<file path="src/design/memPkg.sv">
`default_nettype none

package memPkg;

    localparam int AddrWidth = 32;
    localparam int ByteWidth = 8;
    localparam int WordWidth = 32;
    localparam int WordBytes = 4;

    typedef logic [AddrWidth-1:0] addr_t;
    typedef logic [ByteWidth-1:0] byte_t;
    typedef logic [WordWidth-1:0] word_t;

    // bytes per data access
    typedef logic [2:0] len_t;

    // ram bus as driven by one peer
    typedef struct packed {
        logic  write;
        addr_t addr;
        byte_t wdata;
    } memReq_t;

    // load or store command from the cpu side
    typedef struct packed {
        logic  write;
        len_t  len;
        addr_t addr;
        word_t wdata;
    } dataReq_t;

    typedef enum logic [1:0] {
        GrantNone,
        GrantData,
        GrantFetch
    } grant_t;

endpackage

`default_nettype wire

</file>
<file path="src/design/memArbiter.sv">
`default_nettype none

module memArbiter import memPkg::*; (
    input  logic    clk,
    input  logic    rst,
    input  logic    i_rdy,
    input  logic    i_fetchReq,
    input  logic    i_dataReq,
    input  logic    i_fetchDone,
    input  logic    i_dataDone,
    input  memReq_t i_fetchBus,
    input  memReq_t i_dataBus,
    output logic    o_fetchGrant,
    output logic    o_dataGrant,
    output memReq_t o_memBus
);

    grant_t grant;

    always_ff @(posedge clk) begin
        if (rst) begin
            grant <= GrantNone;
        end else if (i_rdy) begin
            case (grant)
                GrantNone: begin
                    // data side wins a tie
                    if (i_dataReq) begin
                        grant <= GrantData;
                    end else if (i_fetchReq) begin
                        grant <= GrantFetch;
                    end
                end
                GrantData: begin
                    if (i_dataDone) begin
                        grant <= GrantNone;
                    end
                end
                GrantFetch: begin
                    if (i_fetchDone) begin
                        grant <= GrantNone;
                    end
                end
                default: begin
                    grant <= GrantNone;
                end
            endcase
        end
    end

    assign o_fetchGrant = (grant == GrantFetch);
    assign o_dataGrant  = (grant == GrantData);

    always_comb begin
        case (grant)
            GrantData:  o_memBus = i_dataBus;
            GrantFetch: o_memBus = i_fetchBus;
            default:    o_memBus = '0;
        endcase
        // address stays put while paused so the pending byte is kept
        if (!i_rdy) begin
            o_memBus.write = 1'b0;
        end
    end

endmodule

`default_nettype wire

</file>
<file path="src/design/instFetchPort.sv">
`default_nettype none

module instFetchPort import memPkg::*; (
    input  logic    clk,
    input  logic    rst,
    input  logic    i_rdy,
    input  logic    i_grant,
    input  addr_t   i_addr,
    input  byte_t   i_memRdata,
    output memReq_t o_memBus,
    output logic    o_done,
    output word_t   o_inst
);

    len_t cnt;
    len_t offset;
    logic step;
    logic lastStep;

    // bytes 0 to 2 of the instruction
    logic [WordWidth-ByteWidth-1:0] asm;

    assign step     = i_grant && i_rdy;
    assign lastStep = (cnt == len_t'(WordBytes));

    // when paused keep showing the address whose byte is still due
    always_comb begin
        if (!i_rdy && cnt != '0) begin
            offset = cnt - len_t'(1);
        end else begin
            offset = cnt;
        end
    end

    assign o_memBus = '{
        write: 1'b0,
        addr:  i_addr + AddrWidth'(offset),
        wdata: '0
    };

    always_ff @(posedge clk) begin
        if (rst) begin
            cnt <= '0;
        end else if (step) begin
            cnt <= lastStep ? '0 : cnt + len_t'(1);
        end
    end

    // shift in from the top, first byte ends up lowest
    always_ff @(posedge clk) begin
        if (step && cnt != '0 && !lastStep) begin
            asm <= {i_memRdata, asm[WordWidth-ByteWidth-1:ByteWidth]};
        end
    end

    assign o_done = step && lastStep;

    // top byte comes straight off the ram
    assign o_inst = {i_memRdata, asm};

endmodule

`default_nettype wire

</file>
<file path="src/design/dataPort.sv">
`default_nettype none

module dataPort import memPkg::*; (
    input  logic     clk,
    input  logic     rst,
    input  logic     i_rdy,
    input  logic     i_grant,
    input  dataReq_t i_req,
    input  byte_t    i_memRdata,
    output memReq_t  o_memBus,
    output logic     o_done,
    output word_t    o_rdata
);

    len_t cnt;
    len_t offset;
    len_t lastCnt;
    logic step;
    logic lastStep;
    logic [1:0] capIdx;
    logic [1:0] topIdx;

    // load bytes below the last one
    logic [WordBytes-2:0][ByteWidth-1:0] loadBytes;
    logic [WordBytes-1:0][ByteWidth-1:0] storeBytes;

    assign step = i_grant && i_rdy;

    // stores finish with the last write, loads one cycle later
    assign lastCnt  = i_req.write ? i_req.len - len_t'(1) : i_req.len;
    assign lastStep = (cnt == lastCnt);

    assign capIdx = 2'(cnt - len_t'(1));
    assign topIdx = 2'(i_req.len - len_t'(1));

    always_comb begin
        if (!i_rdy && cnt != '0) begin
            offset = cnt - len_t'(1);
        end else begin
            offset = cnt;
        end
    end

    assign storeBytes = i_req.wdata;

    assign o_memBus = '{
        write: i_req.write,
        addr:  i_req.addr + AddrWidth'(offset),
        wdata: storeBytes[cnt[1:0]]
    };

    always_ff @(posedge clk) begin
        if (rst) begin
            cnt <= '0;
        end else if (step) begin
            cnt <= lastStep ? '0 : cnt + len_t'(1);
        end
    end

    always_ff @(posedge clk) begin
        if (step && !i_req.write && cnt != '0 && !lastStep) begin
            loadBytes[capIdx] <= i_memRdata;
        end
    end

    assign o_done = step && lastStep;

    // little endian, zero above the loaded length
    always_comb begin
        o_rdata = '0;
        for (int k = 0; k < WordBytes - 1; k++) begin
            if (k < int'(i_req.len) - 1) begin
                o_rdata[k*ByteWidth +: ByteWidth] = loadBytes[k];
            end
        end
        // last byte is taken off the read port directly
        o_rdata[topIdx*ByteWidth +: ByteWidth] = i_memRdata;
    end

endmodule

`default_nettype wire

</file>
<file path="src/design/memCtrl.sv">
`default_nettype none

module memCtrl import memPkg::*; (
    input  logic     clk,
    input  logic     rst,
    input  logic     i_rdy,

    input  logic     i_fetchReq,
    input  addr_t    i_fetchAddr,
    output logic     o_fetchDone,
    output word_t    o_inst,

    input  logic     i_dataReq,
    input  dataReq_t i_dataCmd,
    output logic     o_dataDone,
    output word_t    o_loadData,

    input  byte_t    i_memRdata,
    output memReq_t  o_memBus
);

    memReq_t fetchBus;
    memReq_t dataBus;
    logic    fetchGrant;
    logic    dataGrant;

    memArbiter u_arbiter (
        .clk          (clk),
        .rst          (rst),
        .i_rdy        (i_rdy),
        .i_fetchReq   (i_fetchReq),
        .i_dataReq    (i_dataReq),
        .i_fetchDone  (o_fetchDone),
        .i_dataDone   (o_dataDone),
        .i_fetchBus   (fetchBus),
        .i_dataBus    (dataBus),
        .o_fetchGrant (fetchGrant),
        .o_dataGrant  (dataGrant),
        .o_memBus     (o_memBus)
    );

    instFetchPort u_fetch (
        .clk        (clk),
        .rst        (rst),
        .i_rdy      (i_rdy),
        .i_grant    (fetchGrant),
        .i_addr     (i_fetchAddr),
        .i_memRdata (i_memRdata),
        .o_memBus   (fetchBus),
        .o_done     (o_fetchDone),
        .o_inst     (o_inst)
    );

    dataPort u_data (
        .clk        (clk),
        .rst        (rst),
        .i_rdy      (i_rdy),
        .i_grant    (dataGrant),
        .i_req      (i_dataCmd),
        .i_memRdata (i_memRdata),
        .o_memBus   (dataBus),
        .o_done     (o_dataDone),
        .o_rdata    (o_loadData)
    );

endmodule

`default_nettype wire

</file>
<file path="config.mk">
export PLATFORM = sky130hd
export DESIGN_NAME = memCtrl
export DESIGN_NICKNAME = d
export VERILOG_FILES = /design/src/design/memPkg.sv /design/src/design/memArbiter.sv /design/src/design/instFetchPort.sv /design/src/design/dataPort.sv /design/src/design/memCtrl.sv
export SDC_FILE = /design/constraint.sdc
export NUM_CORES = 1
export LEC_CHECK = 0
export BUFFER_PORTS_ARGS = -buffer_cell sky130_fd_sc_hd__buf_4
export CAP_MARGIN = 20
export CORE_MARGIN = 10
export CORE_UTILIZATION = 49
export DETAILED_ROUTE_END_ITERATION = 10
export PLACE_DENSITY = 0.9
export SLEW_MARGIN = 15
export SYNTH_ARGS = -nofsm -noshare
export SYNTH_HDL_FRONTEND = slang
export SYNTH_HIERARCHICAL = 1
export SYNTH_SLANG_ARGS = --single-unit
</file>
<file path="constraint.sdc">
create_clock -name clk -period 5.71 [get_ports clk]
set_input_delay 1.142 -clock clk [delete_from_list [all_inputs] [get_ports clk]]
set_output_delay 1.142 -clock clk [all_outputs]
set_load 0.05 [all_outputs]
</file>
After elaboration in Yosys (flattened, before gate mapping)

Index checks and enable logic that the tools add are counted.

Output and inout bits: 107
Flip-flop bits (word level): 56

Multiplexer cells: 21
Shift-type cells: 2
Reduce and logical (&&, ||, !) cells: 20
$add $sub $neg: 9
Order comparisons: 6
Equality and inequality tests: 7

Operators with widths:

| cell                                                                          | count |
|---|---|
| 41-bit case mux with 2 select lines                                           | 1 |
| 32-bit by 3-bit adder with 32-bit output                                      | 2 |
| 8-bit 2-to-1 mux                                                              | 5 |
| 5-bit negation with 34-bit output                                             | 1 |
| 8-bit by 34-bit variable shift with 32-bit output (first input constant)      | 1 |
| 8-bit by 34-bit variable part select with 32-bit output                       | 1 |
| 32-bit bitwise mux                                                            | 1 |
| 1-bit by 32-bit less-than comparator with 1-bit output (first input constant) | 1 |
| 2-bit by 32-bit less-than comparator with 1-bit output (first input constant) | 1 |
| 3-bit by 32-bit less-than comparator with 1-bit output (first input constant) | 1 |
| 24-bit bitwise mux                                                            | 1 |
| 8-bit binary-select mux with 2-bit select                                     | 1 |
| 8-bit demux with 2-bit select                                                 | 1 |
| 3-bit 2-to-1 mux                                                              | 5 |
| 1-bit logical AND                                                             | 12 |
| 3-bit by 1-bit subtractor with 3-bit output (second input constant)           | 3 |
| 2-bit 2-to-1 mux                                                              | 4 |
| 3-bit by 1-bit adder with 3-bit output (second input constant)                | 2 |
| 2-bit by 3-bit less-than comparator with 1-bit output (second input constant) | 2 |
| 2-bit case mux with 3 select lines                                            | 1 |
| 3-bit nonzero test                                                            | 2 |
| 1-bit logical NOT                                                             | 4 |
| 2-bit != test (second input constant)                                         | 2 |
| 4-bit AND reduction                                                           | 1 |
| other kinds (9)                                                               | 9 |

Logic depth before layout (Yosys ltp)

Gate-level depths: netlist of the first run.

Depth after elaboration: 6
Mapped depth: 15

By module

The synthesis of the first run kept the hierarchy.

By module, submodules not included:

| module        | times used | cells each | seq. area each (um2) | area an instance (um2) |
|---|---|---|---|---|
| dataPort      | 1          | 233        | 780.7                | 2,437.3 |
| instFetchPort | 1          | 178        | 780.7                | 1,824.2 |
| memArbiter    | 1          | 117        | 40.0                 | 805.8 |

Worst setup path after synthesis of the first run

No wires, ideal clock.

Path type: reg2out
Start: register u_data.cnt[1]
End: output port o_memBus[34] in the netlist's numbering
Arrival time: 4,189 ps
Setup slack: 379 ps
Buffers on the path: 1
Stages on the path, launching flop included: 16
Cell sequence: dfxtp_1 > clkbuf_1 > inv_1 > ha_1 > nor2b_1 > or2_2 > xnor2_1 > ha_1 > inv_1 > fa_1 > nand2b_1 > a2111oi_4 > nand4_1 > xnor2_1 > a22oi_1 > nor2b_1

RTL lines:

| element                | line           | source |
|---|---|---|
| start, declared        | dataPort.sv:15 | `len_t cnt;` |
| start signal, assigned | dataPort.sv:56 | `cnt <= lastStep ? '0 : cnt + len_t'(1);` |
| end, declared          | memCtrl.sv:19  | `output memReq_t o_memBus` |

==> metrics.txt, run 1 <==
status=completed; Slowest-stage cell, CP=fa_1; Pint=about 0.70 mW; Slew Viols, Final=0; initial antenna violation count=0; DRT Pass-1 Iters=4; Synth Register Bits=56; drt total wl=approximately 17 mm; die area=between 0.01 and 0.015 sq mm; area of the core=slightly above 0.01 sq mm; required time of the critical path=approximately 4.6 ns; Detail Route Antenna Nets=0; clock latency on the worst-skew pair=~0.30 ns; post-DR wirelength/cell=roughly 20 um; Longest Clk Path Bufs=2; Peak VDD IR=about 110 uV; commonest cells after routing, fill and taps aside=buf_4 (229), edfxtp_1 (48), nor2b_1 (46), xnor2_1 (42), a22oi_1 (41); unrepaired setup endpoints after global routing=no; CP arrival=~4.2 ns; sequential power share=approximately two fifths; Syn-to-layout area delta=35.8%; Pleak=between 2 and 3 nW; n_diodes=0; Post-Syn Area=0.00507 sq mm; multiplexer share of the synthesized area=roughly 4.2%; root buffer cell=clkbuf_8; Non-Filler Instances=870; TNS Setup=0 ns; adder-cell share of the synthesized area=approximately 7.0%; Syn Area/Cell=around 9.6 sq um; hold crit path type=reg2reg; # DRC=0; vias=between 5000 and 6000; # fillers=slightly above 800; gr usage total=between 20% and 30%; biggest cell delay along the critical path=between 0.3 and 0.4 ns; number of global-route vias before repair=a little over 5000; Worst setup EP type=output port; Most used DFF post-synth=edfxtp_1; fmax=around 190 MHz; first-pass GRT wire length=approximately 26 mm; Setup Skew=roughly 0.011 ns; worst path cell trace=buf_4 -> inv_1 -> ha_1 -> nor2b_1 -> or2_2 -> xnor2_1 -> ha_1 -> inv_1 -> fa_1 -> nand2b_1 -> a2111oi_4 -> buf_4 -> nand3_1 -> xnor2_1 -> a22oi_1 -> nor2b_1 -> buf_4; Clock Power Share=between 20% and 30%; Starting Density=approximately half; sequential fraction of the synthesis area=a little under a third; die height=about 120 um; Final Wtd Congestion=roughly 0.93; Inserted Clock Buffers=5; Final Hold Fails=0; Net Sw Power=~0.38 mW; worst-path maximum fanout=16; clock sinks=56; Syn. warnings=6; # IOs=220; Synth Area in XOR/XNOR=about an eighth; # rows=37; post-CTS resize count=0; grt ovf=0; Max Cap Violations=0; main combinational cell family by area after synthesis=simple AND/OR/NAND/NOR gates; DRT iter0 DRCs=380; H-tree levels=2; # port buffers=about 220; final hold slack=0.459 ns; commonest non-fill, non-tap cell in the layout=buf_4; Least-Margin Pin Slew=1.05 ns; crit path kind=reg2out; post-synthesis cell count=about 530; Placed Cells incl. Taps=860; Slew headroom=~29%; TritonCTS clock tree=yes; layout cells sized above 1=between 30% and 40%; Post-Synth Simple-Gate Area=about 24%; clock transition at the registers of the reported paths=around 0.1 ns; most frequent CP cell=buf_4; Comb pwr share=a little under two fifths; Distinct cells, synth=just over 50; final net count=slightly below 900; min Tclk post-route=approximately 5.3 ns; Die Width=122 um; pin count of the biggest net entering global routing=48; Post-CTS Setup Bufs=0; dpl hpwl=between 10 and 15 mm; final-report setup violation count=0; asr flop ratio synth=0%; compound-cell area share of the yosys netlist=between 10% and 20%; Critical Path Start Type=flop; pwr/cell area=157 mW/mm^2; Post-synth EDFFs=between 40 and 50; detail-routed via count per cell=slightly below 6; final worst path period share=roughly 93%; cts hold-fix bufs=0; sw frac=approximately a third
==> synthesized netlist by cell type (3+ instances only) <==
cell,n,share of area [%]
a21oi_1,11,1.1
nor3_1,15,1.5
and4_1,5,0.86
xnor2_1,42,7.3
and3_1,11,1.4
nand3_1,25,2.5
nor4_2,6,1.5
nor2_1,17,1.3
dfxtp_1,8,3.2
a211oi_1,4,0.59
or2_2,3,0.37
ha_1,25,6.2
nand4_1,19,2.3
inv_1,20,1.5
buf_2,3,0.30
nand4b_1,3,0.52
edfxtp_1,48,28
nand2_1,32,2.4
o21ai_0,3,0.30
xor2_1,27,4.7
nor2b_1,46,5.7
a22oi_1,41,6.1
mux4_2,8,3.6
buf_4,18,2.7
clkbuf_1,16,1.2
a22o_1,24,4.1
nor4_1,3,0.37
and2_1,15,1.9
==> kinds of logic (layout without fill, tap and decap cells) <==
logic type	Yosys count	in the layout
AND/OR/NAND/NOR	210	210
AO/OA/AOI/OAI	92	92
XOR/XNOR	70	70
buffers and inverters	61	259
flip-flops	56	56
adder cells (fa/ha/maj)	27	27
multiplexers	11	11
other	1	9
==> power groups by stage <==
| stage | logic, mW | clock network, mW | registers (mW) |
|---|---|---|---|
| detailed placement | 0.408 | 0 | 0.455 |
| global placement | 0.397 | 0 | 0.454 |
| finish | 0.414 | 0.220 | 0.445 |
| floorplan | 0.250 | 0 | 0.456 |
| CTS | 0.409 | 0.227 | 0.445 |
| global route | 0.440 | 0.241 | 0.446 |
==> area by class of cell <==
class	count	area, sq um	area share [%]
Timing Repair Buffer	231	1740	25.3
Clock buffer	5	68.8	1.00
Clock inverter	3	25.0	0.364
Multi-Input combinational cell	419	3200	46.5
Tap cell	136	170	2.47
Inverter	20	75.1	1.09
Sequential cell	56	1600	23.3
==> critical path: cells and delay by family, from the launching register on <==
family | cells | cell delay [ns]
DFF | 1 | 0.32
adders and majority gates | 3 | 0.79
buffers and inverters | 5 | 0.84
and+or+nand+nor | 5 | 1.03
AOI/OAI and AO/OA | 2 | 0.51
xor gates and xnor gates | 2 | 0.40
==> path summary, 6_finish.rpt <==
path                                                       from                               to  slack (ns)  depth (start not counted)
worst max-delay path                 u_data/cnt[1]$_SDFFE_PP0P_                     o_memBus[28]        0.38                         17
worst min-delay path                  u_fetch/asm[23]$_DFFE_PP_        u_fetch/asm[15]$_DFFE_PP_        0.46                          0
worst max register to register  u_arbiter/grant[1]$_SDFFE_PP0P_  u_arbiter/grant[1]$_SDFFE_PP0P_        3.23                          9
worst min register to register        u_fetch/asm[23]$_DFFE_PP_        u_fetch/asm[15]$_DFFE_PP_        0.46                          0
==> state kept, by name (all words and copies together) (netlist names) <==
signal and count:
u_data/loadBytes 24, u_fetch/asm 24, u_data/cnt 3, u_fetch/cnt 3, u_arbiter/grant 2
==> metrics by stage <==
stage	total power, mW	setup slack, ns	cell area [sq um]	utilization (%)
after floorplan	0.706	0.379	5100	-
after global placement	0.851	0.627	6740	66.2
after detailed placement	0.862	0.517	6750	66.2
after CTS	1.08	0.491	6840	67.2
after global routing	1.13	0.219	6880	67.5
final	1.08	0.378	6880	67.5
==> routing by layer <==
layer  part of all wire, %  vias up  wire, um  global-route usage (%)
met4                   2.7        0       455                    7.23
li1                      -     2323         -                       -
met2                    48      276      8210                    37.2
met1                    37     2387      6390                    23.3
met3                    12       33      2000                    8.65
met5                     0        -         0                       0
Note: power is estimated with default switching activity, not from simulation.
==> run 2, diff against run 1 <==
--- a/config.mk
+++ b/config.mk
@@ -5,10 +5,11 @@
 export SDC_FILE = /design/constraint.sdc
 export NUM_CORES = 1
 export LEC_CHECK = 0
+export ABC_AREA = 1
 export BUFFER_PORTS_ARGS = -buffer_cell sky130_fd_sc_hd__buf_4
 export CAP_MARGIN = 20
 export CORE_MARGIN = 10
-export CORE_UTILIZATION = 49
+export CORE_UTILIZATION = 51
 export DETAILED_ROUTE_END_ITERATION = 10
 export PLACE_DENSITY = 0.9
 export SLEW_MARGIN = 15
==> run 2 against run 1 <==
Cell count rose by 39%. Clock skew fell by 0.0060 ns. Combinational power is 57% higher. Register-to-register slack lost 0.13 ns. Sequential power increased by 2%. Highest routed layer unchanged. Routed wire length is 21% higher. Critical path depth rose by 2. Global-route usage rose by 2.4 points.
==> metrics.txt, run 2 <==
status=completed; Worst Reg-to-Reg Cells=7; Inserted Clock Buffers=5; Max Cap Violations=0; cell taking the most area after synthesis=edfxtp_1; final net count=roughly 1200; Pleak=roughly 3.5 nW; biggest cell delay along the critical path=0.61 ns; total power=about 1.4 mW; worst path cell trace=inv_1 -> ha_1 -> nand2_1 -> nand2_1 -> o21ai_0 -> inv_1 -> fa_1 -> inv_1 -> nand2_1 -> nand2_1 -> nand2_2 -> inv_1 -> nand2_1 -> nor2_1 -> nand2_1 -> xor2_1 -> nand2_1 -> a21oi_1 -> buf_4; H-tree levels=2; Peak VDD IR=roughly 210 uV; Least-Margin Pin Slew=0.836 ns; first-pass GRT wire length=31.9 mm; post-synthesis cell count=slightly below 900; Slowest-stage cell, CP=dfxtp_1; Top Registers=u_data/loadBytes (24), u_fetch/asm (24); required time of the critical path=4.57 ns; Starting Density=51.8%; layout cells sized above 1=26.4%; WL met3=around 1.8 mm; Synth Area in XOR/XNOR=7.02%; pwr/cell area=~190 mW/mm^2; die area=0.0162 sq mm; Slew Viols, Final=0; final worst path period share=between 80 and 90%; most numerous cell in the Yosys netlist=nand2_1; TNS Setup=0 ns; post-synth top area share=24.6%; dpl hpwl=roughly 17 mm; Most used DFF post-synth=edfxtp_1; Syn Area/Cell=just under 7 sq um; initial antenna violation count=0; Setup Skew=around 0.0054 ns; Worst setup EP type=output port; cts hold-fix bufs=0; DRT iter0 DRCs=between 600 and 700; unrepaired setup endpoints after global routing=no; adder-cell share of the synthesized area=6.02%; final setup margin=around 0.7 ns; DRT Pass-1 Iters=6; clock sinks=56; drt total wl=roughly 21 mm; clock latency on the worst-skew pair=0.29 ns; post-CTS resize count=0; Detail Route Antenna Nets=0; met2 WL=around 10 mm; Post-CTS Setup Bufs=0; # DRC=0; Syn. warnings=6; crit path kind=reg2out; post-layout util=~67%; # rows=39; Post-Synth Simple-Gate Area=around 39%; commonest non-fill, non-tap cell in the layout=nand2_1; hold crit path type=reg2reg; grt ovf=0; detail-routed via count per cell=5.38; asr flop ratio synth=0%; Longest Clk Path Bufs=2; compound-cell area share of the yosys netlist=around 10%; pin count of the biggest net entering global routing=42; Post-synth EDFFs=48; Post-Syn Area=between 0.005 and 0.006 sq mm; n_diodes=0; top cells by count, synth=nand2_1 (269), nor2_1 (103), inv_1 (88), edfxtp_1 (48); # IOs=220; area of the core=approximately 0.011 sq mm; vias=6505; Distinct cells, synth=42; main combinational cell family by area after synthesis=simple AND/OR/NAND/NOR gates; number of global-route vias before repair=6170; area of the multi-input gates=roughly 0.0036 sq mm; Die Width=about 130 um; post-DR wirelength/cell=17.0 um; most frequent CP cell=nand2_1; fmax=approximately 200 MHz; worst-path maximum fanout=14; final-report setup violation count=0; Syn-to-layout area delta=29.8%; TritonCTS clock tree=yes; DRT met1 WL=about 8.2 mm; Final Hold Fails=0; # fillers=approximately 990; min Tclk post-route=between 4 and 5 ns; multiplexer share of the synthesized area=0%; root buffer cell=clkbuf_16; leading post-synthesis cells by cell area=edfxtp_1 (25%), nand2_1 (17%), nor2_1 (6.6%), inv_1 (5.6%), ha_1 (5.3%); Worst Hold Depth=0; Synth Register Bits=56; Critical Path Start Type=flop; die height=roughly 130 um; commonest cells after routing, fill and taps aside=nand2_1 (269), buf_4 (223), nor2_1 (102), inv_1 (88), edfxtp_1 (48); Slew headroom=44.1%; register area=between 0.0015 and 0.002 sq mm; CP arrival=between 3 and 4 ns; # port buffers=219; final hold slack=~0.45 ns; Final Wtd Congestion=0.975; DP Worst Slack=between 1 and 1.5 ns; highest metal used=met4; gr usage total=23.8%; sequential fraction of the synthesis area=a little over a quarter; clock transition at the registers of the reported paths=around 0.070 ns
## run 2: cell count changes in the layout (fill, tap and decap cells not counted), sizes merged, moves of 11 or more
| cell | delta |
|---|---|
| o21ai | +39 |
| inv | +72 |
| nand3 | +23 |
| nor2 | +101 |
| and3 | -11 |
| a22oi | -41 |
| a21oi | +33 |
| nand3b | +18 |
| and2 | -15 |
| nor2b | -47 |
| a22o | -24 |
| xnor2 | -24 |
| nand2 | +251 |
## run 2: logic make-up (layout without fill, tap and decap cells)
kind of cell               count (synthesis)  after routing
DFF                                       56             56
xor gates and xnor gates                  47             47
AOI/OAI and AO/OA                        105            105
and+or+nand+nor                          497            497
adders and majority gates                 27             27
buffers and inverters                    135            326
other                                      1              9
## run 2: routing by layer
layer | GRT usage (%) | vias to the layer above
met4 | 8.31 | 0
met1 | 29.0 | 2934
met2 | 40.8 | 365
met3 | 4.92 | 40
li1 | - | 3166
met5 | 0 | -
## run 2: final timing paths
check / start / end / slack (ns)
max reg2reg: u_data/cnt[1]$_SDFFE_PP0P_ / u_data/loadBytes[19]$_DFFE_PP_ / 3.10
max: u_data/cnt[1]$_SDFFE_PP0P_ / o_memBus[38] / 0.72
min reg2reg: u_fetch/asm[22]$_DFFE_PP_ / u_fetch/asm[14]$_DFFE_PP_ / 0.45
min: u_fetch/asm[22]$_DFFE_PP_ / u_fetch/asm[14]$_DFFE_PP_ / 0.45
## run 2: through the flow
| stage | std cells | instance area (sq um) |
|---|---|---|
| floorplan | 876 | 5890 |
| global placement | 1202 | 7460 |
| detailed placement | 1202 | 7460 |
| CTS | 1210 | 7600 |
| global route | 1210 | 7610 |
| finish | 1210 | 7610 |
## run 2: critical path: cells and delay by family, from the launching register on
kind	cells	cell delay, ns
compound gates	2	0.42
fa+ha+maj	2	0.71
buf+inv	5	0.79
flops	1	0.61
xor+xnor	1	0.14
simple gates	9	0.88
## run 2: area by class of cell
cell class | instances | area share [%]
clock buffers | 5 | 1.64
well taps | 143 | 2.35
flip-flops and latches | 56 | 21.0
inverters | 95 | 4.69
multi-input cells | 685 | 48.0
clock inverters | 3 | 0.296
repair buffers | 223 | 22.0
## run 2: power by group
| part | switching (mW) | total (mW) | internal (mW) |
|---|---|---|---|
| sequential | 0.00714 | 0.456 | 0.449 |
| clock | 0.145 | 0.310 | 0.164 |
| combinational | 0.445 | 0.651 | 0.206 |
| total | 0.597 | 1.42 | 0.820 |
==> run 3, diff against run 2 <==
--- a/config.mk
+++ b/config.mk
@@ -8,10 +8,12 @@
 export ABC_AREA = 1
 export BUFFER_PORTS_ARGS = -buffer_cell sky130_fd_sc_hd__buf_4
 export CAP_MARGIN = 20
+export CELL_PAD_IN_SITES_DETAIL_PLACEMENT = 2
+export CELL_PAD_IN_SITES_GLOBAL_PLACEMENT = 2
 export CORE_MARGIN = 10
-export CORE_UTILIZATION = 51
+export CORE_UTILIZATION = 26
 export DETAILED_ROUTE_END_ITERATION = 10
-export PLACE_DENSITY = 0.9
+export PLACE_DENSITY = 0.89
 export SLEW_MARGIN = 15
 export SYNTH_ARGS = -nofsm -noshare
 export SYNTH_HDL_FRONTEND = slang
==> run 3 against run 2 <==
Sequential power barely moved. Routed wire length grew 33%. Cell count is 11% higher. Sequential cell count did not move. Via count rose by 1.7%. Hold slack better by 0.011 ns. First-iteration DRC count fell by 63%. Combinational power increased by 4.8%.
==> metrics.txt, run 3 (synthesis results as in run 2) <==
status=completed; die height=170 um; final setup margin=~0.72 ns; post-DR wirelength/cell=20.3 um; Worst Min Path Start=u_fetch/asm[10]$_DFFE_PP_; biggest cell delay along the critical path=~0.40 ns; DRT Pass-1 Iters=4; commonest non-fill, non-tap cell in the layout=nand2_1; Post-CTS Setup Bufs=0; Longest Clk Path Bufs=2; commonest cells after routing, fill and taps aside=nand2_1 (269), buf_4 (223), nor2_1 (102), inv_1 (88), edfxtp_1 (48); post-CTS resize count=0; drt total wl=approximately 27 mm; most frequent CP cell=nand2_1; die area=between 0.02 and 0.03 sq mm; Worst Hold Depth=0; first-pass GRT wire length=approximately 42 mm; dpl hpwl=between 20 and 25 mm; Top Registers=u_data/loadBytes (24), u_fetch/asm (24); unrepaired setup endpoints after global routing=no; M1 GR Usage=roughly a fifth; initial antenna violation count=0; Setup Skew=approximately 0.0057 ns; total power=1.45 mW; final net count=1207; Least-Margin Pin Slew=about 0.9 ns; Placed Cells incl. Taps=1340; worst reg2reg endpoint=u_data/loadBytes[6]$_DFFE_PP_; final worst path period share=87.3%; required time of the critical path=between 4 and 5 ns; worst-path maximum fanout=14; area of the core=about 0.022 sq mm; TritonCTS clock tree=yes; min Tclk post-route=4.99 ns; gr usage total=between 10% and 20%; number of global-route vias before repair=between 7000 and 8000; Detail Route Antenna Nets=0; Worst setup EP type=output port; CP arrival=about 3.8 ns; Peak VDD IR=between 100 and 150 uV; Slew headroom=approximately two fifths; Die Width=170 um; worst hold endpoint=u_fetch/asm[2]$_DFFE_PP_; # DRC=0; Final Hold Fails=0; Inserted Clock Buffers=5; pwr/cell area=between 150 and 200 mW/mm^2; GRT busiest layer=met2; # rows=54; DRT iter0 DRCs=around 250; fin area=~0.0078 sq mm; grt met3 use=around 5.2%; hold crit path type=reg2reg; TNS Setup=0 ns; fmax=around 200 MHz; Slowest-stage cell, CP=inv_1; Slew Viols, Final=0; vias=6618; clock latency on the worst-skew pair=0.30 ns; final-report setup violation count=0; DP Worst Slack=0.920 ns; reg2reg start=u_arbiter/grant[1]$_SDFFE_PP0P_; cts hold-fix bufs=0; # port buffers=between 200 and 250; crit path kind=reg2out; Syn-to-layout area delta=32.9%; grt ovf=0; Reg2Reg Setup Slack=roughly 2.9 ns; pin count of the biggest net entering global routing=44; H-tree levels=2; DP Area=0.00764 sq mm; n_diodes=0; worst path cell trace=buf_4 -> inv_1 -> ha_1 -> nand2_1 -> nand2_1 -> xor2_1 -> ha_1 -> inv_1 -> fa_1 -> inv_1 -> nand2_1 -> nand2_1 -> nand2_2 -> inv_1 -> nand2_1 -> nor2_1 -> nand2_1 -> xor2_1 -> nand2_1 -> a21oi_1 -> buf_4; layout cells sized above 1=26.6%; Final Wtd Congestion=0.877; clock sinks=56; Starting Density=between 20% and 30%; Non-Filler Instances=between 1000 and 1500; GR Layer Usage met2=34.3%; Critical Path Start Type=flop; Max Cap Violations=0; root buffer cell=clkbuf_16; detail-routed via count per cell=4.91; clock transition at the registers of the reported paths=0.07 ns; Worst Reg-to-Reg Cells=6; Pleak=around 3.5 nW; # IOs=220
[run 3: changes by cell type in the layout (fill, tap and decap cells not counted)]
cell    before  now
buf_8        0    1
ha_2         0    1
ha_1        25   24
nor2_2       7    8
nor2_4       9    8
[run 3: cell type report]
type,count,area (sq um)
flip-flops and latches,56,1600
well taps,280,350
fillers,2687,14200
multi-input cells,685,3650
clock buffers,5,125
inverters,95,357
clock inverters,3,22.5
repair buffers,224,1690
[run 3: per-layer routing]
layer	part of all wire, %	wire length (um)
met1	40	11000
met2	51	14100
met3	7.1	1940
met4	1.3	368
met5	0	0
[run 3: worst max path at each step]
stage | start | endpoint | slack (ns) | cells past startpoint
floorplan | i_rdy | o_memBus[38] | 0.99 | 17
global route | u_data/cnt[1]$_SDFFE_PP0P_ | o_memBus[38] | 0.35 | 21
finish | u_data/cnt[1]$_SDFFE_PP0P_ | o_memBus[38] | 0.72 | 21
CTS | u_data/cnt[1]$_SDFFE_PP0P_ | o_memBus[38] | 0.71 | 21
detailed placement | i_rdy | o_memBus[24] | 0.92 | 16
global placement | i_rdy | o_memBus[38] | 1.05 | 19
[run 3: worst max-delay path: cells and delay by family (launching register included)]
kind                     cells  cell delay, ns
buffers and inverters        6            1.01
AND/OR/NAND/NOR              9            0.89
adder cells (fa/ha/maj)      3            0.82
XOR/XNOR                     2            0.33
flip-flops                   1            0.30
AO/OA/AOI/OAI                1            0.19
[run 3: through the flow]
step	hold WS, ns	util, %
floorplan	0.482	-
detailed placement	0.445	34.7
finish	0.463	35.4
CTS	0.463	35.4
global route	0.474	35.4
global placement	0.430	34.6
[run 3: where the power goes]
group,internal [mW],switching (mW)
clock,0.165,0.151
combinational,0.208,0.474
sequential,0.449,0.00566
